`config.mk`:
```
export PLATFORM = sky130hd
export DESIGN_NAME = huffman_top
export DESIGN_NICKNAME = d
export VERILOG_FILES = /design/src/common/huffman_pkg.sv /design/src/rtl/huffman_control.sv /design/src/rtl/huffman_top.sv /design/src/rtl/symbol_histogram.sv /design/src/tree/code_builder.sv /design/src/tree/node_list.sv
export SDC_FILE = /design/constraint.sdc
export NUM_CORES = 1
export LEC_CHECK = 0
export BUFFER_PORTS_ARGS = -buffer_cell sky130_fd_sc_hd__buf_4
export CORE_UTILIZATION = 50
export CTS_CLUSTER_SIZE = 24
export DETAILED_ROUTE_END_ITERATION = 10
export HOLD_SLACK_MARGIN = 0.02
export PLACE_DENSITY_LB_ADDON = 0.3
export REMOVE_ABC_BUFFERS = 1
export SYNTH_ARGS = -nofsm -noshare
export SYNTH_HDL_FRONTEND = slang
export SYNTH_SLANG_ARGS = --single-unit
```
`constraint.sdc`:
```
create_clock -name clk -period 6.76 [get_ports clk]
set_input_delay 1.352 -clock clk [delete_from_list [all_inputs] [get_ports clk]]
set_output_delay 1.352 -clock clk [all_outputs]
set_load 0.03 [all_outputs]
```
`src/common/huffman_pkg.sv`:
```
package huffman_pkg;

	// ============================================================
	// sizes
	// ============================================================
	localparam int num_symbols = 6;  // coded gray levels 1 to 6
	localparam int num_merges  = 5;  // merges to reach a single root

	// gray values that map onto symbols
	localparam logic [7:0] gray_sym_first = 8'd1;
	localparam logic [7:0] gray_sym_last  = 8'd6;

	// ============================================================
	// scalar types
	// ============================================================
	typedef logic [7:0]  count_t;      // wraps at 256
	typedef logic [10:0] weight_t;     // holds six full counts
	typedef logic [5:0]  sym_mask_t;   // bit i is symbol i+1
	typedef logic [2:0]  sym_index_t;  // symbol number 0 to 5
	typedef logic [7:0]  code_t;       // right-aligned code or mask

	// one element per symbol, element 0 is symbol 1
	typedef count_t [num_symbols-1:0] count_array_t;
	typedef code_t  [num_symbols-1:0] code_array_t;

	// ============================================================
	// control phases
	// ============================================================
	typedef enum logic [2:0] {
		st_idle      = 3'd0,
		st_receive   = 3'd1,
		st_count_out = 3'd2,
		st_load      = 3'd3,
		st_merge     = 3'd4,
		st_code_out  = 3'd5,
		st_done      = 3'd6
	} ctrl_state_t;

endpackage

```
`src/rtl/huffman_control.sv`:
```
`timescale 1ns/100ps

module huffman_control
	import huffman_pkg::*;
(
	input  logic       clk,
	input  logic       reset,
	input  logic       gray_valid,
	output logic       load_en,
	output sym_index_t load_symbol,
	output logic       merge_en,
	output logic       cnt_valid,
	output logic       code_valid
);

	ctrl_state_t state;
	ctrl_state_t state_next;
	sym_index_t  step;        // load symbol, then merge number
	logic        last_load;
	logic        last_merge;

	assign last_load  = (step == sym_index_t'(num_symbols - 1));
	assign last_merge = (step == sym_index_t'(num_merges - 1));

	// ============================================================
	// phase sequencing
	// ============================================================
	always_comb begin
		state_next = state;
		case (state)
			st_idle:
				if (gray_valid)
					state_next = st_receive;
			st_receive:
				if (!gray_valid)
					state_next = st_count_out;
			st_count_out:
				state_next = st_load;
			st_load:
				if (last_load)
					state_next = st_merge;
			st_merge:
				if (last_merge)
					state_next = st_code_out;
			st_code_out:
				state_next = st_done;
			st_done:
				state_next = st_done;  // held until reset
			default:
				state_next = st_idle;
		endcase
	end

	always_ff @(posedge clk) begin
		if (reset)
			state <= st_idle;
		else
			state <= state_next;
	end

	// step counter shared by load and merge phases
	always_ff @(posedge clk) begin
		if (reset) begin
			step <= '0;
		end else if (state == st_count_out || (state == st_load && last_load)) begin
			step <= '0;
		end else if (state == st_load || state == st_merge) begin
			step <= step + sym_index_t'(1);
		end
	end

	// ============================================================
	// strobes
	// ============================================================
	assign load_en     = (state == st_load);
	assign load_symbol = step;
	assign merge_en    = (state == st_merge);
	assign cnt_valid   = (state == st_count_out);
	assign code_valid  = (state == st_code_out);  // 12 cycles after cnt_valid

endmodule

```
`src/rtl/huffman_top.sv`:
```
`timescale 1ns/100ps

module huffman_top
	import huffman_pkg::*;
(
	input  logic         clk,
	input  logic         reset,
	input  logic [7:0]   gray_data,
	input  logic         gray_valid,
	output count_array_t cnt,
	output logic         cnt_valid,
	output code_array_t  hc,
	output code_array_t  m,
	output logic         code_valid
);

	logic       load_en;
	sym_index_t load_symbol;
	logic       merge_en;
	sym_mask_t  low_mask;   // set of the lowest node
	sym_mask_t  high_mask;  // set of the second lowest node

	symbol_histogram i_symbol_histogram (
		.clk        (clk),
		.reset      (reset),
		.gray_data  (gray_data),
		.gray_valid (gray_valid),
		.cnt        (cnt)
	);

	huffman_control i_huffman_control (
		.clk         (clk),
		.reset       (reset),
		.gray_valid  (gray_valid),
		.load_en     (load_en),
		.load_symbol (load_symbol),
		.merge_en    (merge_en),
		.cnt_valid   (cnt_valid),
		.code_valid  (code_valid)
	);

	node_list i_node_list (
		.clk         (clk),
		.reset       (reset),
		.cnt         (cnt),
		.load_en     (load_en),
		.load_symbol (load_symbol),
		.merge_en    (merge_en),
		.low_mask    (low_mask),
		.high_mask   (high_mask)
	);

	code_builder i_code_builder (
		.clk       (clk),
		.reset     (reset),
		.merge_en  (merge_en),
		.low_mask  (low_mask),
		.high_mask (high_mask),
		.hc        (hc),
		.m         (m)
	);

endmodule

```
`src/rtl/symbol_histogram.sv`:
```
`timescale 1ns/100ps

module symbol_histogram
	import huffman_pkg::*;
(
	input  logic         clk,
	input  logic         reset,
	input  logic [7:0]   gray_data,
	input  logic         gray_valid,
	output count_array_t cnt
);

	logic       seen;     // first valid sample arrived
	logic       closed;   // counts frozen once the stream ends
	logic       hit;
	sym_index_t sym;

	assign hit = gray_valid && !closed &&
	             (gray_data >= gray_sym_first) && (gray_data <= gray_sym_last);
	assign sym = sym_index_t'(gray_data - gray_sym_first);

	always_ff @(posedge clk) begin
		if (reset) begin
			seen   <= 1'b0;
			closed <= 1'b0;
			cnt    <= '0;
		end else begin
			if (gray_valid)
				seen <= 1'b1;
			if (seen && !gray_valid)
				closed <= 1'b1;  // same edge that enters count out
			if (hit)
				cnt[sym] <= cnt[sym] + count_t'(1);  // wraps at 256
		end
	end

endmodule

```
`src/tree/code_builder.sv`:
```
`timescale 1ns/100ps

module code_builder
	import huffman_pkg::*;
(
	input  logic        clk,
	input  logic        reset,
	input  logic        merge_en,
	input  sym_mask_t   low_mask,
	input  sym_mask_t   high_mask,
	output code_array_t hc,
	output code_array_t m
);

	code_array_t free_bit;  // next unused bit per symbol

	// ============================================================
	// lowest zero bit of each mask
	// ============================================================
	always_comb begin
		for (int i = 0; i < num_symbols; i++)
			free_bit[i] = ~m[i] & (m[i] + code_t'(1));
	end

	// each merge puts one bit above the bits a symbol already has,
	// so the last merge lands in the msb of every code
	always_ff @(posedge clk) begin
		if (reset) begin
			hc <= '0;
			m  <= '0;
		end else if (merge_en) begin
			for (int i = 0; i < num_symbols; i++) begin
				if (low_mask[i]) begin
					hc[i] <= hc[i] | free_bit[i];  // low side gets 1
					m[i]  <= m[i] | free_bit[i];
				end else if (high_mask[i]) begin
					m[i]  <= m[i] | free_bit[i];  // high side gets 0
				end
			end
		end
	end

endmodule

```
`src/tree/node_list.sv`:
```
`timescale 1ns/100ps

module node_list
	import huffman_pkg::*;
(
	input  logic         clk,
	input  logic         reset,
	input  count_array_t cnt,
	input  logic         load_en,
	input  sym_index_t   load_symbol,
	input  logic         merge_en,
	output sym_mask_t    low_mask,
	output sym_mask_t    high_mask
);

	// slot 0 holds the lowest weight
	weight_t                slot_w [num_symbols];
	sym_mask_t              slot_s [num_symbols];
	logic [num_symbols-1:0] slot_occ;

	weight_t                base_w [num_symbols];  // list the new node joins
	sym_mask_t              base_s [num_symbols];
	logic [num_symbols-1:0] base_occ;
	weight_t                new_w;
	sym_mask_t              new_s;

	logic [num_symbols-1:0] ahead;  // slots that stay in front
	weight_t                next_w [num_symbols];
	sym_mask_t              next_s [num_symbols];
	logic [num_symbols-1:0] next_occ;

	// ============================================================
	// pick base list and new node
	// ============================================================
	always_comb begin
		if (merge_en) begin
			for (int i = 0; i < num_symbols - 2; i++) begin
				base_w[i]   = slot_w[i+2];  // drop the two lowest
				base_s[i]   = slot_s[i+2];
				base_occ[i] = slot_occ[i+2];
			end
			for (int i = num_symbols - 2; i < num_symbols; i++) begin
				base_w[i]   = '0;
				base_s[i]   = '0;
				base_occ[i] = 1'b0;
			end
			new_w = slot_w[0] + slot_w[1];
			new_s = slot_s[0] | slot_s[1];
		end else begin
			for (int i = 0; i < num_symbols; i++) begin
				base_w[i]   = slot_w[i];
				base_s[i]   = slot_s[i];
				base_occ[i] = slot_occ[i];
			end
			new_w = weight_t'(cnt[load_symbol]);
			new_s = sym_mask_t'(1) << load_symbol;
		end
	end

	// ============================================================
	// parallel compare and shift insert
	// ============================================================
	// new node goes ahead of equal weights, so only strictly lower stay in front
	always_comb begin
		for (int i = 0; i < num_symbols; i++)
			ahead[i] = base_occ[i] && (base_w[i] < new_w);

		if (ahead[0]) begin
			next_w[0]   = base_w[0];
			next_s[0]   = base_s[0];
			next_occ[0] = base_occ[0];
		end else begin
			next_w[0]   = new_w;
			next_s[0]   = new_s;
			next_occ[0] = 1'b1;
		end

		for (int i = 1; i < num_symbols; i++) begin
			if (ahead[i]) begin
				next_w[i]   = base_w[i];
				next_s[i]   = base_s[i];
				next_occ[i] = base_occ[i];
			end else if (ahead[i-1]) begin
				next_w[i]   = new_w;  // insert point
				next_s[i]   = new_s;
				next_occ[i] = 1'b1;
			end else begin
				next_w[i]   = base_w[i-1];
				next_s[i]   = base_s[i-1];
				next_occ[i] = base_occ[i-1];
			end
		end
	end

	always_ff @(posedge clk) begin
		if (reset)
			slot_occ <= '0;
		else if (load_en || merge_en)
			slot_occ <= next_occ;
	end

	always_ff @(posedge clk) begin
		if (load_en || merge_en) begin
			for (int i = 0; i < num_symbols; i++) begin
				slot_w[i] <= next_w[i];
				slot_s[i] <= next_s[i];
			end
		end
	end

	assign low_mask  = slot_occ[0] ? slot_s[0] : '0;
	assign high_mask = slot_occ[1] ? slot_s[1] : '0;

endmodule

```
-- Word-level counts from Yosys, hierarchy flattened
Memories as Yosys holds them, arrays and structs flattened.
Cells that the tools add are included.
- input port bits: 11
- ROM bits: 0
- output and inout port bits: 146
- latch bits: 0
- memories kept: 2
- register bits: 158
- bits in writable memories: 102
- memories (name ; words ; bits a word ; read ports ; clocked after Yosys merged registers in ; wr ports ; RTL line ; text):
    i_node_list.slot_w ; 6 ; 11 ; 6 ; 0 ; 6 ; node_list.sv:17 ; weight_t slot_w [num_symbols];
    i_node_list.slot_s ; 6 ; 6 ; 6 ; 0 ; 6 ; node_list.sv:18 ; sym_mask_t slot_s [num_symbols];
- multiplexer cells: 66
- $lt $le $gt $ge: 11
- equal/unequal tests: 12
- reductions and logical operators: 38
- multiply operators: 0
- bitwise operators: 25
- add/sub/neg operators: 10
- shifts and indexed selects: 1
- divide/modulo/power cells: 0
- operators with widths (operator ; number):
    2-to-1 mux 11 bit ; 12
    2-to-1 mux 8 bit ; 15
    OR 8 bit ; 12
    2-to-1 mux 6 bit ; 15
    < comparator 11 bit ; 6
    2-to-1 mux 66 bit ; 1
    adder 8 x 1 -> 8 bit (second input constant) ; 7
    bitwise AND 8 bit ; 6
    binary-select mux 8 bit (select 3 bit) ; 2
    bitwise mux 48 bit ; 1
    NOT 8 bit ; 6
    2-to-1 mux 36 bit ; 1
    demux 8 bit (select 3 bit) ; 1
    AND reduction 2 bit ; 12
    one-hot mux 3 bit (6 select lines) ; 1
    == test 3 bit (second input constant) ; 5
    2-to-1 mux 1 bit ; 13
    logical AND 1 bit ; 12
    2-to-1 mux 3 bit ; 4
    nonzero test 2 bit ; 6
    adder 11 bit ; 1
    >= comparator 8 x 1 -> 1 bit (second input constant) ; 1
    <= comparator 8 x 3 -> 1 bit (second input constant) ; 1
    < comparator 3 x 4 -> 1 bit (second input constant) ; 2
    13 further kinds ; 20

-- Depth between registers and ports, before layout
Gate-level depths: netlist (run 1).
- depth in word-level cells: 7
- gate-level depth with buffers: 19
- mapped depth without buffers: 17

-- Modules after synthesis
From an unflattened synthesis (run 1), not the netlist that was laid out.
- cells, all modules: 1568
- area, all modules: 15376.0 µm²
- by module, submodules not included (module ; cells an instance ; sequential area each (µm²) ; area an instance (µm²) ; times used):
    node_list ; 836 ; 3183.1 ; 8649.5 ; 1
    code_builder ; 375 ; 1921.8 ; 3463.3 ; 1
    symbol_histogram ; 306 ; 1001.0 ; 2824.0 ; 1
    huffman_control ; 51 ; 120.1 ; 439.2 ; 1

-- Worst setup path after synthesis (run 1)
No wires, ideal clock.
- kind: register to register
- start: reg i_huffman_control.state[0]
- end: mem i_node_list.slot_s[5][0] (netlist bit), enable pin
- setup time: 324 ps
- setup slack: 1419 ps
- data required time: 6436 ps
- clock period less this slack: 5341 ps
- stages on the path, launching flop included: 9
- data arrival time: 5017 ps
- path buffers: 5
- cell sequence: dfxtp_1 or3b_1 buf_4 buf_4 clkbuf_1 clkbuf_1 nand2_1 clkbuf_1 and2_1
- RTL lines (item ; RTL line ; text):
    start: declaration ; huffman_control.sv:16 ; ctrl_state_t state;
    start signal: assignment ; huffman_control.sv:56 ; state <= st_idle;
    start signal: assignment ; huffman_control.sv:58 ; state <= state_next;
    end: declaration ; node_list.sv:18 ;

==> results of run 1 <==
-- layer usage --
metal,vias to the layer above,part of all wire [%]
met5,-,0
met4,0,5.0
met3,194,9.2
met2,849,45
met1,6941,40
li1,6762,-
-- per-stage QoR --
step | TNS (ps) | area, sq um | std cells | power [uW] | setup slack (ps)
2_1_floorplan | -581460 | 14800 | 1676 | 1780 | -4010
6_report | 0 | 17700 | 2311 | 3410 | 1110
4_1_cts | 0 | 17700 | 2311 | 3420 | 1200
3_5_place_dp | 0 | 16800 | 2259 | 1840 | 1230
5_1_grt | 0 | 17700 | 2311 | 3500 | 923
3_3_place_gp | 0 | 16800 | 2259 | 1830 | 1400
-- flip-flops by register name, summed over array words and instances (netlist names) --
name,cells
i_symbol_histogram.closed,1
i_code_builder.m,48
i_node_list.slot_occ,6
i_code_builder.hc,48
i_node_list.slot_w,66
i_symbol_histogram.cnt,48
i_huffman_control.state,3
i_huffman_control.load_symbol,3
i_node_list.slot_s,36
i_symbol_histogram.seen,1
-- worst max-delay path, stage by stage, from the launching register on --
cell	delay [ps]
edfxtp_1	410
ha_1	240
inv_1	80
fa_1	200
nand2b_1	140
a21oi_1	90
or4_1	570
and3_1	190
nor3_1	360
inv_1	240
ha_1	350
a21o_1	180
a21oi_1	130
nor2b_1	60
a2111oi_0	1090
o31ai_4	150
buf_4	280
nor2_1	180
buf_4	310
o31ai_1	140
-- cell type report --
cell class / instances / area, sq um / share of cell area [%]
Clock inverter: 13 / 133 / 0.748
Timing Repair Buffer: 193 / 1450 / 8.17
Tap cell: 390 / 488 / 2.75
Multi-Input combinational cell: 1376 / 8440 / 47.6
Clock buffer: 39 / 836 / 4.72
Inverter: 40 / 150 / 0.847
Sequential cell: 260 / 6230 / 35.1
-- final timing paths --
kind / start / to / slack (ps)
worst min register to register: i_code_builder.hc[20] / i_code_builder.hc[20] / 470
worst max-delay path: i_node_list.slot_w[0][0] / i_node_list.slot_w[3][0] / 1110
worst max register to register: i_node_list.slot_w[0][0] / i_node_list.slot_w[3][0] / 1110
worst min-delay path: i_code_builder.hc[20] / i_code_builder.hc[20] / 470
-- logic make-up after synthesis --
kind of cell | count (synthesis) | synth area share, %
xor gates and xnor gates | 14 | 0.799
muxes | 90 | 7.24
DFF | 260 | 40.6
buffers and inverters | 161 | 4.61
AOI/OAI and AO/OA | 397 | 17.3
adders and majority gates | 73 | 5.92
and+or+nand+nor | 802 | 23.5
-- cell usage after synthesis, drive strengths merged (11+ instances only) --
cell type,n,share of area [%]
o211ai,11,0.57
nand2,283,6.9
and3,26,1.1
a211oi,19,1.0
o31ai,70,3.5
and2,12,0.49
mux4,15,2.2
a21o,22,1.1
mux2i,58,3.8
edfxtp,102,20
nand3,102,3.4
dfxtp,158,21
a31oi,30,1.2
nor2,220,5.4
clkbuf,68,1.7
ha,67,5.5
buf,53,2.0
nor3,99,3.3
inv,40,0.98
mux2,17,1.2
a21oi,146,4.8
o21ai,26,0.92
-- cell usage in the layout (no fill, tap or decap), types with 30 or more instances in the layout --
cell type / n
buf_4: 193
o31ai_1: 69
a31oi_1: 30
inv_1: 40
clkbuf_16: 31
dfxtp_1: 158
nor3_1: 98
edfxtp_1: 102
nand3_1: 101
a21oi_1: 146
ha_1: 67
mux2i_1: 58
nor2_1: 218
nand2_1: 282
-- report_power, final --
part           switching, uW  internal, uW  leakage, uW
registers               10.9          1640      0.00220
logic                    105          51.3      0.00457
clock network            661           940     0.000474
total                    777          2630      0.00724
==> impl_metrics.py, run 1 <==
metrics = {
    "critical_path": {
        "r2r_cells": 19,
        "cp_max_fo": 16,
        "crit_type": "flop to flop",
        "crit_arrival_ps": 5950,
        "worstPathRequired_ps": 7060,
        "worstSetupEndpointType": "flop",
        "startpoint_type": "flop",
    },
    "routing": {
        "drc": 0,
        "drtPass1Iterations": 6,
        "viasPerCell": 6.38,
        "drt_iter0_drc": 1727,
        "wl_mm": 46.3,
        "vias": 14746,
        "final_antenna_net_count": 0,
        "wire_per_inst_microns": 20.1,
    },
    "final_layout": {
        "nets": 1978,
        "antenna_cells": 0,
        "area_growth_pct": 15.6,
        "fillers": 2617,
        "finish.utilization_pct": 59.3,
        "layout-drive-gt1-share_pct": 15.5,
    },
    "placement": {
        "portBuffers": 156,
        "hpwl_mm": 31.4,
        "gp_congestion": 0.931,
    },
    "cts": {
        "cts_made_buffers": 28,
        "cts_tree": "done",
        "cts.sinks": 260,
        "cts_htree_levels": 1,
        "cts.repair.resized": 0,
        "root_buffer": "clkbuf_16",
        "clkSlewWorstSetupHoldPaths_ps": 60,
        "cts_setup_buffers": 0,
        "cts_hold_buf": 0,
        "clockBufferDepth": 3,
        "clk_latency_ps": 570,
    },
    "grt": {
        "grt_pass1_vias": 13760,
        "grt_first_pass_wirelength_mm": 72.9,
        "met2_usage_pct": 46.3,
        "grt_max_degree": 77,
        "grt_overflow": 0,
        "antenna_found_initial": 0,
        "met3_usage_pct": 3.07,
        "grtUsageTotal_pct": 29.0,
        "busiest_layer": "met2",
        "grt_util_met1_pct": 38.9,
    },
    "synth": {
        "synth_cells": 1797,
        "ys_warn_count": 0,
        "ys_seq_elements": 260,
        "synth_flop_cell": "dfxtp_1",
        "synth-edff-count": 102,
        "async_flop_share_pct": 0,
        "ys_types": 79,
        "ys_seq_area_share_pct": 40.6,
        "syn_area_per_cell_sq_um": 8.53,
        "syn_area_sq_um": 15300,
    },
    "timing": {
        "clock_skew_ps": 16.1,
        "fin_crit_ps": 5650,
        "min_period_over_period_pct": 83.6,
        "tightest_slew_ps": 1300,
        "slew_violations": 0,
        "relSlewSlack_pct": 10.9,
        "hold_ws_ps": 466,
        "rsz0062_at_grt": "no",
        "finalSetupViolCount": 0,
        "fmax_ghz": 0.177,
        "timing_hold_violations_final": 0,
    },
    "floorplanning": {
        "die_w_microns": 177,
        "pin_count": 157,
        "start_util_pct": 51.3,
        "core_sq_um": 29900,
        "dieArea_sq_um": 31400,
        "dieHeight_microns": 177,
        "rows": 63,
    },
    "hold_path": {
        "min_path_cells": 2,
        "holdCritPathClass": "flop to flop",
    },
    "power_and_ir_drop": {
        "p_leak_uw": 0.00724,
        "vdd_drop_max_mv": 0.205,
        "pwr_density_cell_nw_per_um2": 192,
    },
    "run": {
        "cap_violations": 0,
    },
    "outcome": {
        "status": "completed",
    },
}
No activity file was read; power rests on OpenSTA's default activity.
==> run 2, diff against run 1 <==
Clock period 6.76 ns to 5.5 ns, I/O delays scaled along.
==> impl_metrics.py, run 2 (synthesis results as in run 1) <==
metrics = {
    "final_layout": {
        "finish.utilization_pct": 60.2,
        "layout-drive-gt1-share_pct": 16.8,
        "area_growth_pct": 17.2,
        "largest_reg_flops": 66,
        "mostFrequentLayoutCell": "nand2_1",
        "final_cell_mix": "nand2_1 (282), nor2_1 (218), buf_4 (207)",
        "nets": 1996,
        "top_register": "i_node_list.slot_w",
        "antenna_cells": 0,
    },
    "critical_path": {
        "slowest_stage": "or4_1",
        "worstSetupEndpointType": "flop",
        "crit_arrival_ps": 5480,
        "cp_max_fo": 22,
        "crit_chain": "ha_1 > inv_1 > fa_1 > nand2b_1 > a21oi_1 > or4_1 > and3_1 > nor3_1 > inv_1 > ha_1 > and4_1 > a21o_1 > a211o_1 > a211oi_1 > or3_1 > buf_4 > a21oi_1 > o31ai_1",
        "worstPathRequired_ps": 5900,
        "critical_path_buf_inv_count": 3,
        "slowest_delay_ps": 570,
        "startpoint_type": "flop",
        "crit_type": "flop to flop",
        "path_delay_family": "simple AND/OR/NAND/NOR gates",
    },
    "floorplanning": {
        "dieArea_sq_um": 31400,
        "pin_count": 157,
        "die_w_microns": 177,
        "start_util_pct": 51.3,
        "core_sq_um": 29900,
        "dieHeight_microns": 177,
        "rows": 63,
    },
    "run": {
        "cap_violations": 0,
    },
    "timing": {
        "tightest_slew_ps": 1130,
        "finalSetupViolCount": 0,
        "timing_hold_violations_final": 0,
        "fin_setup_tns_ps": 0,
        "slew_violations": 0,
        "relSlewSlack_pct": 24.6,
        "fin_crit_ps": 5090,
        "clock_skew_ps": 14.9,
        "min_period_over_period_pct": 92.5,
        "fmax_ghz": 0.197,
        "rsz0062_at_grt": "no",
    },
    "power_and_ir_drop": {
        "p_clk_share_pct": 49.0,
        "switchingPower_uw": 1000,
        "vdd_drop_max_mv": 0.217,
        "internal_power_uw": 3360,
        "power_frac_comb_pct": 4.4,
        "seq_power_share_pct": 46.5,
        "p_sw_share_pct": 23.0,
        "p_leak_uw": 0.00740,
        "pwr_density_cell_nw_per_um2": 243,
    },
    "routing": {
        "vias": 14467,
        "wl_mm": 45.9,
        "final_antenna_net_count": 0,
        "wire_per_inst_microns": 19.7,
        "viasPerCell": 6.21,
        "drtPass1Iterations": 6,
        "drt_iter0_drc": 1437,
        "drc": 0,
    },
    "hold_path": {
        "holdCritPathClass": "flop to flop",
    },
    "grt": {
        "grt_max_degree": 84,
        "grt_pass1_vias": 13361,
        "grt_overflow": 0,
        "grtUsageTotal_pct": 28.8,
        "antenna_found_initial": 1,
        "grt_first_pass_wirelength_mm": 72.2,
    },
    "placement": {
        "portBuffers": 156,
        "hpwl_mm": 32.1,
        "gp_congestion": 0.943,
    },
    "cts": {
        "cts_made_buffers": 30,
        "clockBufferDepth": 3,
        "cts_htree_levels": 1,
        "cts_tree": "done",
        "root_buffer": "clkbuf_16",
        "clkSlewWorstSetupHoldPaths_ps": 70,
        "clk_latency_ps": 580,
        "cts_hold_buf": 0,
        "cts.sinks": 260,
    },
    "outcome": {
        "status": "completed",
    },
}
## run 2: area by class of cell
class                      instances  area, sq um
fill                            2612        11900
multi-input combinational       1376         8430
sequential                       260         6230
timing repair buffer             209         1590
clock buffer                      40          923
tap                              390          488
clock inverter                    16          165
inverter                          40          150
## run 2: per-layer routing
| layer | track usage (%) | wire length (microns) |
|---|---|---|
| met5 | 0 | 0 |
| met4 | 10.9 | 1550 |
| met3 | 5.39 | 4340 |
| met2 | 46.2 | 21200 |
| met1 | 38.4 | 18800 |
## run 2: stage by stage
step / area, sq um / power, uW / setup WS, ps / hold WS (ps) / cells
6_report: 18000 / 4360 / 414 / 470 / 2331
5_1_grt: 18000 / 4490 / 171 / 492 / 2331
4_1_cts: 18000 / 4390 / 343 / 475 / 2330
3_5_place_dp: 16900 / 2260 / 369 / 460 / 2274
3_3_place_gp: 16900 / 2260 / 534 / 450 / 2274
2_1_floorplan: 14800 / 2180 / -5270 / 438 / 1676
## run 2: tightest hold or removal path: stages (launching register included)
cell	delay [ps]
dfxtp_1	320
nor2_1	50
nor2_1	70
## run 2: repair_timing
item / in CTS / in global routing
setup buffers: 0 / 1
endpoints found under the setup margin: 0 / 2
gates resized for setup: 0 / 0
endpoints found under the hold margin: 0 / 0
## run 2: worst paths after layout
kind                                               start                  endpoint  slack [ps]  cells past startpoint
worst max-delay path            i_node_list.slot_w[1][0]  i_node_list.slot_s[3][5]         410                     18
worst max register to register  i_node_list.slot_w[1][0]  i_node_list.slot_s[3][5]         410                     18
worst min register to register     i_code_builder.hc[18]     i_code_builder.hc[18]         470                      2
worst min-delay path               i_code_builder.hc[18]     i_code_builder.hc[18]         470                      2
## run 2: power groups by stage
stage	Sequential [uW]	Combinational (uW)	Clock (uW)
floorplan	2070	112	0
global route	2030	211	2240
detailed placement	2070	188	0
CTS	2030	189	2170
finish	2030	192	2140
global placement	2070	184	0
==> run 3, diff against run 2 <==
--- a/config.mk
+++ b/config.mk
@@ -7,2 +7,3 @@
 export LEC_CHECK = 0
+export ABC_AREA = 1
 export BUFFER_PORTS_ARGS = -buffer_cell sky130_fd_sc_hd__buf_4
==> constraint.sdc (replaced) <==
create_clock -name clk -period 5.5 [get_ports clk]
set_input_delay 1.375 -clock clk [delete_from_list [all_inputs] [get_ports clk]]
set_output_delay 1.375 -clock clk [all_outputs]
set_load 0.03 [all_outputs]
==> impl_metrics.py, run 3 <==
metrics = {
    "synth": {
        "yosys.area_share.simple_pct": 28.2,
        "ys_types": 49,
        "ys_seq_area_share_pct": 40.1,
        "syn_area_per_cell_sq_um": 7.23,
        "synth_common_cells": "nand2_1 (474), inv_1 (314), nand3_1 (213)",
        "synth_top_family_by_area": "simple AND/OR/NAND/NOR gates",
        "synthMuxAreaShare_pct": 0.902,
        "syn_area_sq_um": 15500,
        "synth.area.top_cells": "dfxtp_1 (20%), edfxtp_1 (20%), nand2_1 (11%)",
        "ys_warn_count": 0,
        "synth_cells": 2148,
        "async_flop_share_pct": 0,
        "synth-edff-count": 102,
        "yosys.area.top_type": "dfxtp_1",
        "synth_flop_cell": "dfxtp_1",
        "synth_top_area_share_pct": 20.4,
        "synth_compound_area_share_pct": 13.9,
        "synth_most_common_cell": "nand2_1",
        "yosys.area_share.xor_xnor_pct": 0.338,
        "ys_seq_elements": 260,
        "synth_adder_area_share_pct": 5.53,
    },
    "floorplanning": {
        "core_sq_um": 30600,
        "dieHeight_microns": 178,
        "pin_count": 157,
        "die_w_microns": 178,
        "rows": 64,
        "dieArea_sq_um": 31800,
        "start_util_pct": 50.8,
    },
    "critical_path": {
        "worstPathRequired_ps": 5920,
        "slowest_stage": "a21oi_1",
        "crit_arrival_ps": 4800,
        "slowest_delay_ps": 490,
        "critical_path.most_common_cell": "nor2_1",
        "path_delay_family": "simple AND/OR/NAND/NOR gates",
        "cp_max_fo": 43,
        "worstSetupEndpointType": "flop",
        "crit_type": "flop to flop",
        "startpoint_type": "flop",
        "critical_path_buf_inv_count": 4,
        "crit_chain": "ha_1 > inv_1 > fa_1 > inv_1 > nand3_1 > nand3_1 > o21ai_0 > a21oi_1 > a21oi_1 > buf_4 > ha_1 > nand2_1 > nor2_1 > nand2_1 > nor2_1 > nor2_4 > nand2_4 > inv_1 > nor2_1 > nor2_1",
    },
    "power_and_ir_drop": {
        "switchingPower_uw": 2550,
        "p_leak_uw": 0.00845,
        "p_sw_share_pct": 36.6,
        "seq_power_share_pct": 35.1,
        "p_clk_share_pct": 30.9,
        "pwr_density_cell_nw_per_um2": 388,
        "internal_power_uw": 4420,
        "vdd_drop_max_mv": 0.267,
        "power_frac_comb_pct": 34.0,
    },
    "timing": {
        "fin_setup_tns_ps": 0,
        "clock_skew_ps": 21.3,
        "finalSetupViolCount": 0,
        "relSlewSlack_pct": 33.8,
        "fmax_ghz": 0.228,
        "timing_hold_violations_final": 0,
        "hold_ws_ps": 454,
        "rsz0062_at_grt": "no",
        "min_period_over_period_pct": 79.7,
        "tightest_slew_ps": 993,
        "slew_violations": 0,
        "fin_crit_ps": 4380,
    },
    "cts": {
        "cts_tree": "done",
        "cts_hold_buf": 0,
        "cts.repair.resized": 0,
        "clkSlewWorstSetupHoldPaths_ps": 60,
        "cts_setup_buffers": 0,
        "clk_latency_ps": 580,
        "clockBufferDepth": 3,
        "cts.sinks": 260,
        "cts_htree_levels": 1,
        "root_buffer": "clkbuf_16",
        "cts_made_buffers": 29,
    },
    "routing": {
        "viasPerCell": 5.54,
        "wl_mm": 44.7,
        "final_antenna_net_count": 0,
        "vias": 14907,
        "wire_per_inst_microns": 16.6,
        "drc": 0,
        "drtPass1Iterations": 6,
        "drt_iter0_drc": 1251,
    },
    "final_layout": {
        "top_register": "i_node_list.slot_w",
        "largest_reg_flops": 66,
        "final_cell_mix": "nand2_1 (473), inv_1 (314), nand3_1 (213)",
        "area_growth_pct": 15.8,
        "layout-drive-gt1-share_pct": 13.3,
        "final_cells": 2693,
        "fillers": 2819,
        "antenna_cells": 0,
        "nets": 2353,
        "mostFrequentLayoutCell": "nand2_1",
    },
    "grt": {
        "grt_overflow": 0,
        "grt_pass1_vias": 13800,
        "grtUsageTotal_pct": 27.7,
        "antenna_found_initial": 0,
        "grt_max_degree": 100,
        "grt_first_pass_wirelength_mm": 70.3,
    },
    "placement": {
        "hpwl_mm": 31.8,
        "portBuffers": 156,
        "gp_congestion": 0.916,
        "dp.cells": 2639,
    },
    "run": {
        "cap_violations": 0,
    },
    "hold_path": {
        "holdCritPathClass": "flop to flop",
    },
    "outcome": {
        "status": "completed",
    },
}
[run 3: area by class of cell]
class | count | area (sq um) | share of cell area [%]
Clock inverter | 13 | 168 | 0.932
Multi-Input combinational cell | 1481 | 7600 | 42.3
Timing Repair Buffer | 182 | 1380 | 7.66
Inverter | 320 | 1200 | 6.69
Tap cell | 396 | 495 | 2.75
Sequential cell | 260 | 6230 | 34.6
Clock buffer | 41 | 916 | 5.09
[run 3: kinds of logic after synthesis]
| logic type | Yosys count |
|---|---|
| simple gates | 995 |
| buf+inv | 407 |
| compound gates | 398 |
| flops | 260 |
| fa+ha+maj | 68 |
| mux | 14 |
| xor+xnor | 6 |
[run 3: stage by stage]
step	util, %	setup slack, ps	area [sq um]	power, uW
global route	58.8	700	18000	7410
global placement	55.3	1070	16900	4730
detailed placement	55.3	954	16900	4810
finish	58.8	1120	18000	6970
CTS	58.8	1220	18000	6970
floorplan	-	905	15000	4130
[run 3: power by group through the flow]
stage          clock, uW  combinational, uW  sequential [uW]
2_1_floorplan          0               1670             2470
3_3_place_gp           0               2250             2470
3_5_place_dp           0               2330             2480
4_1_cts             2180               2340             2440
5_1_grt             2260               2690             2470
6_report            2150               2370             2450
[run 3: final timing paths]
| kind | from | end | slack [ps] | cells after the start |
|---|---|---|---|---|
| worst max-delay path | i_node_list.slot_w[1][0] | i_node_list.slot_w[4][9] | 1120 | 20 |
| worst min-delay path | i_symbol_histogram.closed | i_symbol_histogram.closed | 450 | 2 |
| worst max register to register | i_node_list.slot_w[1][0] | i_node_list.slot_w[4][9] | 1120 | 20 |
| worst min register to register | i_symbol_histogram.closed | i_symbol_histogram.closed | 450 | 2 |
[run 3: worst register-to-register path: cells and delay by family, from the launching register on]
| kind | cells | cell delay, ps |
|---|---|---|
| AOI/OAI and AO/OA | 3 | 770 |
| and+or+nand+nor | 10 | 1500 |
| buffers and inverters | 4 | 880 |
| adders and majority gates | 3 | 710 |
| DFF | 1 | 390 |
[run 3: metal layers]
metal / GRT usage (%) / wire [microns] / up-vias
met4: 8.76 / 1220 / 0
met2: 46.0 / 20800 / 591
li1: - / - / 7320
met3: 3.52 / 3450 / 84
met5: 0 / 0 / -
met1: 37.4 / 19300 / 6912
